==> src/ppu_pkg.sv <==
package ppu_pkg;

	// ~~~~~~~~~~~~~~~~~~~~~~~~~~~~~~~~~~~~~~~~~~~~~~~~~~~~~~~~~~~
	// Line and frame timing
	// ~~~~~~~~~~~~~~~~~~~~~~~~~~~~~~~~~~~~~~~~~~~~~~~~~~~~~~~~~~~

	localparam int dots_per_line     = 456;
	localparam int lines_per_frame   = 154;
	localparam int vblank_line       = 144;
	// Mode 3 begins at this dot of every visible line.
	localparam int oam_dots          = 80;
	// LY already reads 0 from this dot of line 153 on.
	localparam int ly_early_zero_dot = 8;
	// The vertical sync level rises at this dot of line 0.
	localparam int vsync_dot         = 6;

	// ~~~~~~~~~~~~~~~~~~~~~~~~~~~~~~~~~~~~~~~~~~~~~~~~~~~~~~~~~~~
	// Pixel pipeline
	// ~~~~~~~~~~~~~~~~~~~~~~~~~~~~~~~~~~~~~~~~~~~~~~~~~~~~~~~~~~~

	// Pixel count that ends mode 3, which is 8 dropped plus 160 visible.
	localparam int line_end_px = 168;
	localparam int garbage_px  = 8;
	localparam int fifo_depth  = 16;

	// Video memory map.
	localparam int map_base_lo        = 'h9800;
	localparam int map_base_hi        = 'h9C00;
	localparam int tile_base_unsigned = 'h8000;
	localparam int tile_base_signed   = 'h9000;

	localparam int reg_addr_w  = 4;
	localparam int vram_addr_w = 16;

	// ~~~~~~~~~~~~~~~~~~~~~~~~~~~~~~~~~~~~~~~~~~~~~~~~~~~~~~~~~~~
	// Types
	// ~~~~~~~~~~~~~~~~~~~~~~~~~~~~~~~~~~~~~~~~~~~~~~~~~~~~~~~~~~~

	typedef enum logic [1:0] {
		mode_hblank = 2'd0,
		mode_vblank = 2'd1,
		mode_oam    = 2'd2,
		mode_xfer   = 2'd3
	} ppu_mode_e;

	// Bit order follows the LCDC register, ppu_ena is bit 7.
	typedef struct packed {
		logic ppu_ena;
		logic win_map;
		logic win_ena;
		logic bg_tiles;
		logic bg_map;
		logic obj_size;
		logic obj_ena;
		logic bg_ena;
	} lcdc_t;

	typedef struct packed {
		lcdc_t      lcdc;
		logic [7:0] scy;
		logic [7:0] scx;
		logic [7:0] lyc;
		logic [7:0] bgp;
	} ppu_cfg_t;

	typedef struct packed {
		logic [8:0] lx;
		logic [7:0] ly;
		ppu_mode_e  mode;
		logic       lyc_eq;
		logic       line_start;
	} line_state_t;

	// One row of a tile, bit 7 of each plane is the leftmost pixel.
	typedef struct packed {
		logic [7:0] lo;
		logic [7:0] hi;
	} tile_row_t;

	typedef enum logic [2:0] {
		idle,
		map_rd,
		lo_rd,
		hi_rd,
		full
	} fetch_state_e;

endpackage
==> src/gb_ppu.sv <==
`timescale 1ns/1ps

module gb_ppu (
	input  logic                            clk,
	input  logic                            reset,
	input  logic [ppu_pkg::reg_addr_w-1:0]  reg_adr,
	input  logic [7:0]                      reg_din,
	input  logic                            reg_read,
	input  logic                            reg_write,
	output logic [7:0]                      reg_dout,
	output logic                            irq_vblank,
	output logic                            irq_stat,
	input  logic [7:0]                      data,
	output logic [ppu_pkg::vram_addr_w-1:0] adr,
	output logic                            read,
	output logic [1:0]                      px,
	output logic                            px_valid,
	output logic                            hsync,
	output logic                            vsync
);

	ppu_pkg::ppu_cfg_t    cfg;
	ppu_pkg::line_state_t line;
	ppu_pkg::tile_row_t   row;
	logic                 row_valid;
	logic                 row_take;
	logic                 restart;
	logic                 line_done;
	logic                 hsync_start;

	ppu_regs regs_inst (
		.clk        (clk),
		.reset      (reset),
		.reg_adr    (reg_adr),
		.reg_din    (reg_din),
		.reg_read   (reg_read),
		.reg_write  (reg_write),
		.line       (line),
		.reg_dout   (reg_dout),
		.cfg        (cfg),
		.irq_vblank (irq_vblank),
		.irq_stat   (irq_stat)
	);

	line_timer timer_inst (
		.clk         (clk),
		.reset       (reset),
		.cfg         (cfg),
		.line_done   (line_done),
		.line        (line),
		.hsync_start (hsync_start),
		.vsync       (vsync)
	);

	bg_fetcher fetcher_inst (
		.clk       (clk),
		.reset     (reset),
		.cfg       (cfg),
		.line      (line),
		.restart   (restart),
		.row_take  (row_take),
		.data      (data),
		.adr       (adr),
		.read      (read),
		.row       (row),
		.row_valid (row_valid)
	);

	pixel_fifo fifo_inst (
		.clk         (clk),
		.reset       (reset),
		.cfg         (cfg),
		.line        (line),
		.hsync_start (hsync_start),
		.row         (row),
		.row_valid   (row_valid),
		.row_take    (row_take),
		.restart     (restart),
		.line_done   (line_done),
		.hsync       (hsync),
		.px          (px),
		.px_valid    (px_valid)
	);

endmodule

==> src/pixel_fifo.sv <==
`timescale 1ns/1ps

module pixel_fifo (
	input  logic                 clk,
	input  logic                 reset,
	input  ppu_pkg::ppu_cfg_t    cfg,
	input  ppu_pkg::line_state_t line,
	input  logic                 hsync_start,
	input  ppu_pkg::tile_row_t   row,
	input  logic                 row_valid,
	output logic                 row_take,
	output logic                 restart,
	output logic                 line_done,
	output logic                 hsync,
	output logic [1:0]           px,
	output logic                 px_valid
);

	// Two bit-planes, bit 15 is the pixel at the head of the FIFO.
	logic [ppu_pkg::fifo_depth-1:0] lo_q;
	logic [ppu_pkg::fifo_depth-1:0] hi_q;
	logic [ppu_pkg::fifo_depth-1:0] lo_ld;
	logic [ppu_pkg::fifo_depth-1:0] hi_ld;
	logic [4:0]                     len;
	logic [4:0]                     len_ld;
	logic [7:0]                     cnt;
	logic [7:0]                     cnt_eff;
	logic                           scxed;
	logic                           scx_hit;
	logic                           scxed_eff;
	logic                           shift;
	logic [1:0]                     idx;

	// ~~~~~~~~~~~~~~~~~~~~~~~~~~~~~~~~~~~~~~~~~~~~~~~~~~~~~~~~~~~
	// Load and shift decision
	// ~~~~~~~~~~~~~~~~~~~~~~~~~~~~~~~~~~~~~~~~~~~~~~~~~~~~~~~~~~~

	always_comb begin
		lo_ld    = lo_q;
		hi_ld    = hi_q;
		len_ld   = len;
		row_take = row_valid && (len == 5'd0 || len == 5'd8);
		if (row_take) begin
			if (len == 5'd0) begin
				lo_ld[15:8] = row.lo;
				hi_ld[15:8] = row.hi;
			end else begin
				lo_ld[7:0] = row.lo;
				hi_ld[7:0] = row.hi;
			end
			len_ld = len + 5'd8;
		end

		// A row loaded in this cycle can already feed the shift.
		shift = (line.mode == ppu_pkg::mode_xfer) && (len_ld > 5'd8);

		// Once SCX[2:0] pixels are gone the count restarts at 0.
		scx_hit   = shift && !scxed && (cnt == {5'd0, cfg.scx[2:0]});
		scxed_eff = scxed || scx_hit;
		cnt_eff   = scx_hit ? 8'd0 : cnt;
		line_done = shift && scxed_eff && (cnt_eff == 8'(ppu_pkg::line_end_px - 1));
	end

	assign restart = line.line_start || line_done;
	assign idx     = {hi_ld[15], lo_ld[15]};

	// ~~~~~~~~~~~~~~~~~~~~~~~~~~~~~~~~~~~~~~~~~~~~~~~~~~~~~~~~~~~
	// State and output
	// ~~~~~~~~~~~~~~~~~~~~~~~~~~~~~~~~~~~~~~~~~~~~~~~~~~~~~~~~~~~

	// Every line starts with 8 garbage pixels in the upper half.
	always_ff @(posedge clk) begin
		if (reset || !cfg.lcdc.ppu_ena || line.line_start) begin
			len      <= 5'(ppu_pkg::garbage_px);
			cnt      <= 8'd0;
			scxed    <= 1'b0;
			hsync    <= 1'b0;
			px_valid <= 1'b0;
		end else begin
			len      <= shift ? len_ld - 5'd1 : len_ld;
			px_valid <= 1'b0;
			if (hsync_start)
				hsync <= 1'b1;
			if (shift) begin
				cnt   <= cnt_eff + 8'd1;
				scxed <= scxed_eff;
				if (scxed_eff && cnt_eff == 8'(ppu_pkg::garbage_px - 1))
					hsync <= 1'b0;
				px_valid <= scxed_eff && (cnt_eff >= 8'(ppu_pkg::garbage_px));
			end
		end
	end

	always_ff @(posedge clk) begin
		if (shift) begin
			lo_q <= {lo_ld[14:0], 1'b0};
			hi_q <= {hi_ld[14:0], 1'b0};
		end else begin
			lo_q <= lo_ld;
			hi_q <= hi_ld;
		end
		// Palette lookup, color index n selects BGP bits 2n+1 and 2n.
		px <= cfg.bgp[{idx, 1'b0} +: 2];
	end

endmodule

==> src/bg_fetcher.sv <==
`timescale 1ns/1ps

module bg_fetcher (
	input  logic                            clk,
	input  logic                            reset,
	input  ppu_pkg::ppu_cfg_t               cfg,
	input  ppu_pkg::line_state_t            line,
	input  logic                            restart,
	input  logic                            row_take,
	input  logic [7:0]                      data,
	output logic [ppu_pkg::vram_addr_w-1:0] adr,
	output logic                            read,
	output ppu_pkg::tile_row_t              row,
	output logic                            row_valid
);

	ppu_pkg::fetch_state_e           state;
	logic [4:0]                      col;
	logic [4:0]                      col_cur;
	logic [7:0]                      bg_line;
	logic                            xfer_start;
	logic [ppu_pkg::vram_addr_w-1:0] map_base;
	logic [ppu_pkg::vram_addr_w-1:0] map_adr;
	logic [ppu_pkg::vram_addr_w-1:0] tile_base;
	logic [ppu_pkg::vram_addr_w-1:0] tile_adr;

	// Background line, bits 7 to 3 select the map row and bits 2 to 0 the tile row.
	assign bg_line    = cfg.scy + line.ly;
	assign xfer_start = (line.mode == ppu_pkg::mode_xfer) &&
		(line.lx == 9'(ppu_pkg::oam_dots));
	assign col_cur    = xfer_start ? cfg.scx[7:3] : col;

	assign map_base = cfg.lcdc.bg_map ? 16'(ppu_pkg::map_base_hi) : 16'(ppu_pkg::map_base_lo);
	assign map_adr  = map_base + {6'd0, bg_line[7:3], col_cur};

	// In the 0x9000 mode the tile number is signed, so tiles 128 to 255 land
	// at 0x8800 to 0x8FF0.
	assign tile_base = cfg.lcdc.bg_tiles ? 16'(ppu_pkg::tile_base_unsigned) :
		16'(ppu_pkg::tile_base_signed);
	assign tile_adr  = tile_base +
		{{4{data[7] & ~cfg.lcdc.bg_tiles}}, data, bg_line[2:0], 1'b0};

	assign row_valid = (state == ppu_pkg::full);

	// Each step issues the next read and captures the data of the previous one.
	always_ff @(posedge clk) begin
		if (reset || restart || !cfg.lcdc.ppu_ena) begin
			state <= ppu_pkg::idle;
			read  <= 1'b0;
		end else begin
			case (state)
				ppu_pkg::idle: begin
					if (line.mode == ppu_pkg::mode_xfer) begin
						state <= ppu_pkg::map_rd;
						read  <= 1'b1;
						adr   <= map_adr;
					end
				end
				ppu_pkg::map_rd: begin
					state <= ppu_pkg::lo_rd;
					adr   <= tile_adr;
				end
				ppu_pkg::lo_rd: begin
					state  <= ppu_pkg::hi_rd;
					adr[0] <= 1'b1;
				end
				ppu_pkg::hi_rd: begin
					state <= ppu_pkg::full;
					read  <= 1'b0;
				end
				ppu_pkg::full: begin
					if (row_take)
						state <= ppu_pkg::idle;
				end
				default: state <= ppu_pkg::idle;
			endcase
		end
	end

	always_ff @(posedge clk) begin
		if (state == ppu_pkg::lo_rd)
			row.lo <= data;
		if (state == ppu_pkg::hi_rd)
			row.hi <= data;
		if (xfer_start)
			col <= cfg.scx[7:3];
		else if (row_valid && row_take)
			col <= col + 5'd1; // Wraps inside the 32-tile map row.
	end

endmodule

==> src/line_timer.sv <==
`timescale 1ns/1ps

module line_timer (
	input  logic                 clk,
	input  logic                 reset,
	input  ppu_pkg::ppu_cfg_t    cfg,
	input  logic                 line_done,
	output ppu_pkg::line_state_t line,
	output logic                 hsync_start,
	output logic                 vsync
);

	logic [8:0]         lx;
	logic [8:0]         lx_nxt;
	logic [7:0]         ly;
	logic [7:0]         ly_nxt;
	// Internal line count, it runs through all of line 153 while LY does not.
	logic [7:0]         ily;
	logic [7:0]         ily_nxt;
	ppu_pkg::ppu_mode_e mode;
	ppu_pkg::ppu_mode_e mode_nxt;

	always_comb begin
		lx_nxt  = lx + 9'd1;
		ily_nxt = ily;
		ly_nxt  = ly;
		if (lx == 9'(ppu_pkg::dots_per_line - 1)) begin
			lx_nxt  = 9'd0;
			ily_nxt = (ily == 8'(ppu_pkg::lines_per_frame - 1)) ? 8'd0 : ily + 8'd1;
			ly_nxt  = ily_nxt;
		end
		if (ily_nxt == 8'(ppu_pkg::lines_per_frame - 1) &&
			lx_nxt == 9'(ppu_pkg::ly_early_zero_dot))
			ly_nxt = 8'd0;

		// The mode follows the new dot and line so it changes together with them.
		mode_nxt = mode;
		if (ily_nxt >= 8'(ppu_pkg::vblank_line))
			mode_nxt = ppu_pkg::mode_vblank;
		else if (lx_nxt == 9'd0)
			mode_nxt = ppu_pkg::mode_oam;
		else if (lx_nxt == 9'(ppu_pkg::oam_dots))
			mode_nxt = ppu_pkg::mode_xfer;
		else if (line_done)
			mode_nxt = ppu_pkg::mode_hblank;
	end

	// With the LCD off everything is held at the start of line 0 in mode 0.
	always_ff @(posedge clk) begin
		if (reset || !cfg.lcdc.ppu_ena) begin
			lx    <= 9'd0;
			ly    <= 8'd0;
			ily   <= 8'd0;
			mode  <= ppu_pkg::mode_hblank;
			vsync <= 1'b0;
		end else begin
			lx    <= lx_nxt;
			ly    <= ly_nxt;
			ily   <= ily_nxt;
			mode  <= mode_nxt;
			vsync <= (ily_nxt == 8'd0) && (lx_nxt >= 9'(ppu_pkg::vsync_dot)) &&
				(lx_nxt < 9'(ppu_pkg::oam_dots));
		end
	end

	// Announces mode 3 one cycle ahead so that a registered hsync rises with it.
	assign hsync_start = (mode_nxt == ppu_pkg::mode_xfer) && (mode != ppu_pkg::mode_xfer);

	always_comb begin
		line.lx         = lx;
		line.ly         = ly;
		line.mode       = mode;
		line.lyc_eq     = cfg.lcdc.ppu_ena && (ly == cfg.lyc);
		line.line_start = cfg.lcdc.ppu_ena && (lx == 9'd0);
	end

endmodule

==> src/ppu_regs.sv <==
`timescale 1ns/1ps

module ppu_regs (
	input  logic                           clk,
	input  logic                           reset,
	input  logic [ppu_pkg::reg_addr_w-1:0] reg_adr,
	input  logic [7:0]                     reg_din,
	input  logic                           reg_read,
	input  logic                           reg_write,
	input  ppu_pkg::line_state_t           line,
	output logic [7:0]                     reg_dout,
	output ppu_pkg::ppu_cfg_t              cfg,
	output logic                           irq_vblank,
	output logic                           irq_stat
);

	logic           read_q;
	logic           write_q;
	ppu_pkg::lcdc_t lcdc;
	logic           sel_lyc;
	logic           sel_mode2;
	logic           sel_mode1;
	logic           sel_mode0;
	logic [7:0]     scy;
	logic [7:0]     scx;
	logic [7:0]     lyc;
	logic [7:0]     bgp;
	logic [7:0]     obp0;
	logic [7:0]     obp1;
	logic [7:0]     wy;
	logic [7:0]     wx;
	logic           stat_cond;
	logic           stat_cond_q;

	// ~~~~~~~~~~~~~~~~~~~~~~~~~~~~~~~~~~~~~~~~~~~~~~~~~~~~~~~~~~~
	// Register file
	// ~~~~~~~~~~~~~~~~~~~~~~~~~~~~~~~~~~~~~~~~~~~~~~~~~~~~~~~~~~~

	// A write commits on the falling edge of the write strobe and a read
	// is answered on the rising edge of the read strobe.
	always_ff @(posedge clk) begin
		if (reset) begin
			read_q      <= 1'b0;
			write_q     <= 1'b0;
			stat_cond_q <= 1'b0;
			reg_dout    <= 8'h00;
			lcdc        <= '0;
			{sel_lyc, sel_mode2, sel_mode1, sel_mode0} <= 4'h0;
			{scy, scx, lyc, bgp} <= '0;
			{obp0, obp1, wy, wx} <= '0;
		end else begin
			read_q      <= reg_read;
			write_q     <= reg_write;
			stat_cond_q <= stat_cond;
			if (write_q && !reg_write) begin
				case (reg_adr)
					4'h0: lcdc <= reg_din;
					4'h1: {sel_lyc, sel_mode2, sel_mode1, sel_mode0} <= reg_din[6:3];
					4'h2: scy  <= reg_din;
					4'h3: scx  <= reg_din;
					4'h5: lyc  <= reg_din;
					4'h7: bgp  <= reg_din;
					4'h8: obp0 <= reg_din;
					4'h9: obp1 <= reg_din;
					4'hA: wy   <= reg_din;
					4'hB: wx   <= reg_din;
					default: ;
				endcase
			end
			if (!read_q && reg_read) begin
				case (reg_adr)
					4'h0: reg_dout <= lcdc;
					4'h1: reg_dout <= {1'b1, sel_lyc, sel_mode2, sel_mode1, sel_mode0,
						line.lyc_eq, line.mode};
					4'h2: reg_dout <= scy;
					4'h3: reg_dout <= scx;
					4'h4: reg_dout <= line.ly;
					4'h5: reg_dout <= lyc;
					4'h7: reg_dout <= bgp;
					4'h8: reg_dout <= obp0;
					4'h9: reg_dout <= obp1;
					4'hA: reg_dout <= wy;
					4'hB: reg_dout <= wx;
					default: reg_dout <= 8'hFF;
				endcase
			end
		end
	end

	assign cfg = '{lcdc: lcdc, scy: scy, scx: scx, lyc: lyc, bgp: bgp};

	// ~~~~~~~~~~~~~~~~~~~~~~~~~~~~~~~~~~~~~~~~~~~~~~~~~~~~~~~~~~~
	// Interrupts
	// ~~~~~~~~~~~~~~~~~~~~~~~~~~~~~~~~~~~~~~~~~~~~~~~~~~~~~~~~~~~

	// The mode 1 interrupt also fires with only the mode 2 select set.
	assign stat_cond = lcdc.ppu_ena && (
		(line.lyc_eq && sel_lyc) ||
		(line.mode == ppu_pkg::mode_hblank && sel_mode0) ||
		(line.mode == ppu_pkg::mode_vblank && (sel_mode1 || sel_mode2)) ||
		(line.mode == ppu_pkg::mode_oam && sel_mode2));

	assign irq_stat   = stat_cond && !stat_cond_q;
	assign irq_vblank = (line.lx == 9'd0) && (line.ly == 8'(ppu_pkg::vblank_line));

endmodule

==> config.mk <==
export PLATFORM = sky130hd
export DESIGN_NAME = gb_ppu
export DESIGN_NICKNAME = d
export VERILOG_FILES = /design/src/ppu_pkg.sv /design/src/gb_ppu.sv /design/src/pixel_fifo.sv /design/src/bg_fetcher.sv /design/src/line_timer.sv /design/src/ppu_regs.sv
export SDC_FILE = /design/constraint.sdc
export NUM_CORES = 1
export LEC_CHECK = 0
export ABC_AREA = 1
export ABC_CLOCK_PERIOD_IN_PS = 4800
export BUFFER_PORTS_ARGS = -buffer_cell sky130_fd_sc_hd__buf_4
export CORE_MARGIN = 3
export CORE_UTILIZATION = 50
export CTS_CLUSTER_SIZE = 30
export DETAILED_ROUTE_END_ITERATION = 8
export GPL_ROUTABILITY_DRIVEN = 1
export PLACE_DENSITY = 0.7
export SLEW_MARGIN = 20
export SYNTH_ARGS = -nofsm -noshare
export SYNTH_HDL_FRONTEND = slang
export SYNTH_HIERARCHICAL = 1
export SYNTH_SLANG_ARGS = --single-unit
==> constraint.sdc <==
create_clock -name clk -period 4.8 [get_ports clk]
set_input_delay 0.24 -clock clk [delete_from_list [all_inputs] [get_ports clk]]
set_output_delay 0.24 -clock clk [all_outputs]
set_load 0.01 [all_outputs]
==> Flow_metrics.wiki <==
{| class="wikitable"
! Metric !! Value
|-
| Flop2flop setup slack || 1030 ps
|-
| Setup TNS Final || 0 ps
|-
| Worst EP required || 4930 ps
|-
| Worst vdd ir || ~0.28 mV
|-
| Post-CTS repair timing setup buffer count || 0
|-
| Pre-CTS worst setup slack || ~1000 ps
|-
| Post-synthesis sequential area ratio || ~44%
|-
| Cell depth of the worst hold path || 3
|-
| Critical path's largest stage delay || 810 ps
|-
| Result of the run || complete, no violations
|-
| H-tree depth || 1
|-
| Length in cells of the worst reg-to-reg path || 17
|-
| Cell type group with the largest total delay on the critical path || simple AND/OR/NAND/NOR gates
|-
| TritonCTS clock tree || built
|-
| Dominant combinational cell family by area after synthesis || simple AND/OR/NAND/NOR gates
|-
| Final period util || 78.5%
|-
| Total global routing track utilization || around a quarter
|-
| Max_cap viols || 0
|-
| Compound-cell area share of the yosys netlist || approximately a tenth
|-
| Filler cells || approximately 1800
|-
| Final net count || between 1000 and 1500
|-
| Setup repair after global routing missed its margin || no
|-
| Wire length of the first global-routing pass || around 44 mm
|-
| Post-synthesis mux area share || about 2.9%
|-
| RR Endpoint || fetcher_inst/adr[10]
|-
| Syn nets || approximately 1400
|-
| Horizontal extent of the die || between 100 and 150 um
|-
| TritonRoute pass-1 iters || 5
|-
| Die height || approximately 150 um
|-
| Logic depth of the worst path, buffers included || 17
|-
| Path type of the worst setup path || register to register
|-
| Area taken by multi-input logic gates || 0.00487 mm2
|-
| Total of flip-flops plus latches after synthesis || 205
|-
| P&R area growth vs syn || 13.5%
|-
| Buffers and inverters on the worst path || 5
|-
| Clock network latency to the later pin of the worst-skew pair || between 500 and 600 ps
|-
| Standard-cell row count || between 50 and 60
|-
| Final ANT Viol Nets || 0
|-
| Async S/R FF share, synth || 0%
|-
| Avg Vias per Cell || approximately 5.4
|-
| Max Fclk || 0.265 GHz
|-
| Post-synth EDFFs || 36
|-
| Tightest hold margin || about 86 ps
|-
| Count of final setup violators || 0
|-
| Post-layout min period || roughly 3800 ps
|-
| Half-perimeter wire length of the detailed placement result || 18.5 mm
|-
| Initial antenna violation count || 0
|-
| Distinct cells, synth || 50
|-
| Netlist area before placement || roughly 0.010 mm2
|-
| Xor and xnor fraction of the mapped netlist area || 1.38%
|-
| Adder and majority cell fraction of the synthesized area || roughly 2.2%
|-
| Number of design rule violations left after detail routing || 0
|-
| Clock root buffer master || sky130_fd_sc_hd__clkbuf_16
|-
| Post-Syn Area per Cell || 7.30 um2
|-
| Area occupied by registers || 0.00446 mm2
|-
| Num ports || 56
|-
| CTS clock-pin slew for the worst setup and hold paths || about 60 ps
|-
| Pins Over Slew Limit || 0
|-
| Element type at the critical path start || register
|-
| Slowest library cell on the worst path || sky130_fd_sc_hd__nor3_2
|-
| Final setup slack of the worst path || between 1000 and 1500 ps
|-
| Worst Min Path Start || reg_din[1]
|-
| Power density normalized to cell area || approximately 320 mW/mm2
|-
| Drt wl/cell || 15.9 um
|-
| Worst reg2reg startpoint || fetcher_inst/state[2]
|-
| Actual slew at the worst max-slew pin || between 1000 and 1500 ps
|-
| Crit-path max FO || 42
|-
| Number of buffer cells added on primary ports || between 50 and 60
|-
| Number of clock buffers inserted by TritonCTS || 23
|-
| Tightest slew margin relative to the limit || around 29%
|-
| Pin count of the biggest net entering global routing || between 60 and 70
|-
| Kind of capture point of the worst setup path || register
|-
| Cell repeated most along the worst path || sky130_fd_sc_hd__inv_1
|-
| Vias post-DR || 9185
|-
| Maximum count of clock buffers along a single path || 3
|-
| WP data arrival || 3890 ps
|-
| Number of diodes || 0
|-
| Yosys synthesis warning count || 6
|-
| Most used flip-flop cell after synthesis || sky130_fd_sc_hd__dfxtp_1
|-
| Vias in the first global route || ~8400
|-
| Cells traversed along the worst timing path || inv_1 > nor3_1 > inv_1 > nand3_1 > nand2_2 > inv_4 > nand3_4 > nand2_1 > inv_1 > ha_1 > inv_1 > nor3_1 > nand2_1 > o21bai_2 > nor2_1 > nand3_1 > nor3_2
|-
| Fraction of final layout cells with drive strength greater than 1 || between 10% and 20%
|-
| Terminating pin of the worst hold path || regs_inst/obp0[1]
|-
| Number of design-rule violations left by the first detailed-router iteration || between 800 and 900
|-
| Post-synthesis simple-gate area fraction || 30.8%
|-
| Total number of clock tree sinks || approximately 210
|-
| Remaining Overflow, GRT || 0
|-
| Core box area || approximately 0.02 mm2
|-
| Setup clock skew after layout || about 29 ps
|-
| Share of the core filled with cells in the final layout || 58.5%
|-
| Leakage power total || 4.92 nW
|-
| Post-detailed-routing wire length || between 20 and 30 mm
|-
| Die area || 0.0221 mm2
|-
| Final hold vios || 0
|-
| Initial standard-cell utilization of the core || 51.5%
|-
| Final GP Congestion || roughly 0.91
|-
| Path type of the worst min-delay path || input port to register
|-
| Cells after Synth || around 1400
|}
stage by stage:
step | instances | area (um2) | total power [W]
after floorplan | 1393 | 10200 | 0.00188
after global placement | 1663 | 10700 | 0.00193
after detailed placement | 1663 | 10700 | 0.00193
after CTS | 1715 | 11500 | 0.00370
after global routing | 1715 | 11500 | 0.00379
final | 1715 | 11500 | 0.00368
tightest hold or removal path: cells and delay by family:
family                 cells  cell delay, ps
AO/OA/AOI/OAI              1              60
AND/OR/NAND/NOR            1              90
buffers and inverters      1             170
power by group:
part / leakage [nW] / internal (W) / total [W] / switching, W
Sequential: 1.69 / 0.00176 / 0.00176 / 0.00000631
Clock: 0.380 / 0.00107 / 0.00178 / 0.000709
Combinational: 2.85 / 0.0000439 / 0.000144 / 0.0000996
Total: 4.92 / 0.00287 / 0.00368 / 0.000815
cells in the final DEF (no fill, tap or decap), types with 7 or more instances in the layout:
| master | netlist | layout |
|---|---|---|
| sky130_fd_sc_hd__nand2_1 | 295 | 295 |
| sky130_fd_sc_hd__nor2_1 | 192 | 192 |
| sky130_fd_sc_hd__dfxtp_1 | 169 | 169 |
| sky130_fd_sc_hd__nand3_1 | 153 | 153 |
| sky130_fd_sc_hd__inv_1 | 134 | 134 |
| sky130_fd_sc_hd__o21ai_0 | 100 | 100 |
| sky130_fd_sc_hd__a21oi_1 | 77 | 77 |
| sky130_fd_sc_hd__buf_4 | 4 | 60 |
| sky130_fd_sc_hd__edfxtp_1 | 36 | 36 |
| sky130_fd_sc_hd__mux2i_1 | 28 | 28 |
| sky130_fd_sc_hd__clkbuf_16 | 0 | 23 |
| sky130_fd_sc_hd__o21ai_1 | 22 | 22 |
| sky130_fd_sc_hd__ha_1 | 16 | 16 |
| sky130_fd_sc_hd__nor2_2 | 14 | 14 |
| sky130_fd_sc_hd__inv_2 | 11 | 11 |
| sky130_fd_sc_hd__nor3_1 | 11 | 10 |
| sky130_fd_sc_hd__dlygate4sd3_1 | 0 | 10 |
| sky130_fd_sc_hd__xnor2_1 | 9 | 9 |
| sky130_fd_sc_hd__nand3b_1 | 8 | 8 |
| sky130_fd_sc_hd__nand4_1 | 8 | 8 |
| sky130_fd_sc_hd__xor2_1 | 7 | 7 |
| sky130_fd_sc_hd__nand2_2 | 7 | 7 |
synthesized netlist by cell type, types with 2 or more instances:
| master | instances | area share, % |
|---|---|---|
| sky130_fd_sc_hd__nand3_1 | 153 | 7.5 |
| sky130_fd_sc_hd__dfxtp_1 | 169 | 33 |
| sky130_fd_sc_hd__nand4_1 | 8 | 0.49 |
| sky130_fd_sc_hd__xor2_1 | 7 | 0.60 |
| sky130_fd_sc_hd__a21oi_2 | 2 | 0.17 |
| sky130_fd_sc_hd__a21oi_1 | 77 | 3.8 |
| sky130_fd_sc_hd__nor4_1 | 4 | 0.25 |
| sky130_fd_sc_hd__conb_1 | 2 | 0.074 |
| sky130_fd_sc_hd__buf_2 | 20 | 0.98 |
| sky130_fd_sc_hd__buf_4 | 4 | 0.30 |
| sky130_fd_sc_hd__nor2_1 | 192 | 7.1 |
| sky130_fd_sc_hd__mux2i_1 | 28 | 2.8 |
| sky130_fd_sc_hd__buf_6 | 4 | 0.44 |
| sky130_fd_sc_hd__o21ai_0 | 100 | 4.9 |
| sky130_fd_sc_hd__nand2_2 | 7 | 0.43 |
| sky130_fd_sc_hd__nand2_4 | 2 | 0.22 |
| sky130_fd_sc_hd__xnor2_1 | 9 | 0.78 |
| sky130_fd_sc_hd__nor3_4 | 3 | 0.48 |
| sky130_fd_sc_hd__nor2_4 | 2 | 0.22 |
| sky130_fd_sc_hd__or2_2 | 3 | 0.18 |
| sky130_fd_sc_hd__nand3b_1 | 8 | 0.59 |
| sky130_fd_sc_hd__inv_4 | 2 | 0.12 |
| sky130_fd_sc_hd__inv_2 | 11 | 0.41 |
| sky130_fd_sc_hd__nor2_2 | 14 | 0.86 |
| sky130_fd_sc_hd__nand3_2 | 4 | 0.39 |
| sky130_fd_sc_hd__nand2_1 | 295 | 11 |
| sky130_fd_sc_hd__edfxtp_1 | 36 | 11 |
| sky130_fd_sc_hd__nor3_1 | 11 | 0.54 |
| sky130_fd_sc_hd__buf_1 | 7 | 0.26 |
| sky130_fd_sc_hd__clkbuf_1 | 20 | 0.74 |
| sky130_fd_sc_hd__ha_1 | 16 | 2.0 |
| sky130_fd_sc_hd__inv_1 | 134 | 4.9 |
| sky130_fd_sc_hd__o21ai_1 | 22 | 1.1 |
worst max-delay path by stage:
| stage | startpoint | endpoint | slack, ps |
|---|---|---|---|
| finish | fetcher_inst/state[2] | fetcher_inst/adr[10] | 1030 |
| global route | fetcher_inst/state[2] | fetcher_inst/adr[12] | 560 |
| CTS | fetcher_inst/state[2] | fetcher_inst/adr[7] | 1000 |
| detailed placement | fetcher_inst/state[2] | fetcher_inst/adr[11] | 1020 |
| global placement | fetcher_inst/state[2] | fetcher_inst/adr[9] | 1070 |
| floorplan | fetcher_inst/state[2] | fetcher_inst/adr[10] | 1360 |
cell type report:
class                      count  area share, %
multi-input combinational    985           42.2
sequential                   205           38.7
clock buffer                  33           5.75
inverter                     148           4.86
timing repair buffer          70           4.77
tap                          265           2.87
clock inverter                 9          0.878
routing by layer:
metal / share of wire (%) / up-vias / GRT usage, % / wire length (um)
met4: 4.0 / 0 / 9.28 / 1100
met2: 45 / 318 / 38.8 / 12200
li1: - / 4609 / - / -
met5: 0 / - / 0 / 0
met3: 6.5 / 74 / 2.93 / 1770
met1: 45 / 4184 / 34.3 / 12200
logic make-up after synthesis:
| family | Yosys count |
|---|---|
| AND/OR/NAND/NOR | 712 |
| AO/OA/AOI/OAI | 209 |
| flip-flops | 205 |
| buffers and inverters | 203 |
| multiplexers | 29 |
| adder cells (fa/ha/maj) | 17 |
| XOR/XNOR | 16 |
| other | 2 |
state kept, by name, summed over array words and instances (netlist names), 3 cells and up:
| signal | flops |
|---|---|
| fetcher_inst/state | 3 |
| timer_inst/lx | 9 |
| regs_inst/lyc | 8 |
| timer_inst/ly | 8 |
| regs_inst/scy | 8 |
| fifo_inst/len | 5 |
| regs_inst/reg_dout | 8 |
| timer_inst/ily | 8 |
| fifo_inst/hi_q | 16 |
| regs_inst/bgp | 8 |
| regs_inst/obp0 | 8 |
| fifo_inst/cnt | 8 |
| regs_inst/obp1 | 8 |
| fetcher_inst/row | 16 |
| fetcher_inst/adr | 15 |
| regs_inst/cfg | 8 |
| regs_inst/scx | 8 |
| regs_inst/wx | 8 |
| regs_inst/wy | 8 |
| fetcher_inst/col | 5 |
| fifo_inst/lo_q | 16 |
what timing repair did:
item	4_1_cts	5_1_grt
endpoints found under the hold margin	18	0
hold buffers	10	0
resized for setup	0	0
Power figures use the tool's default switching activity.
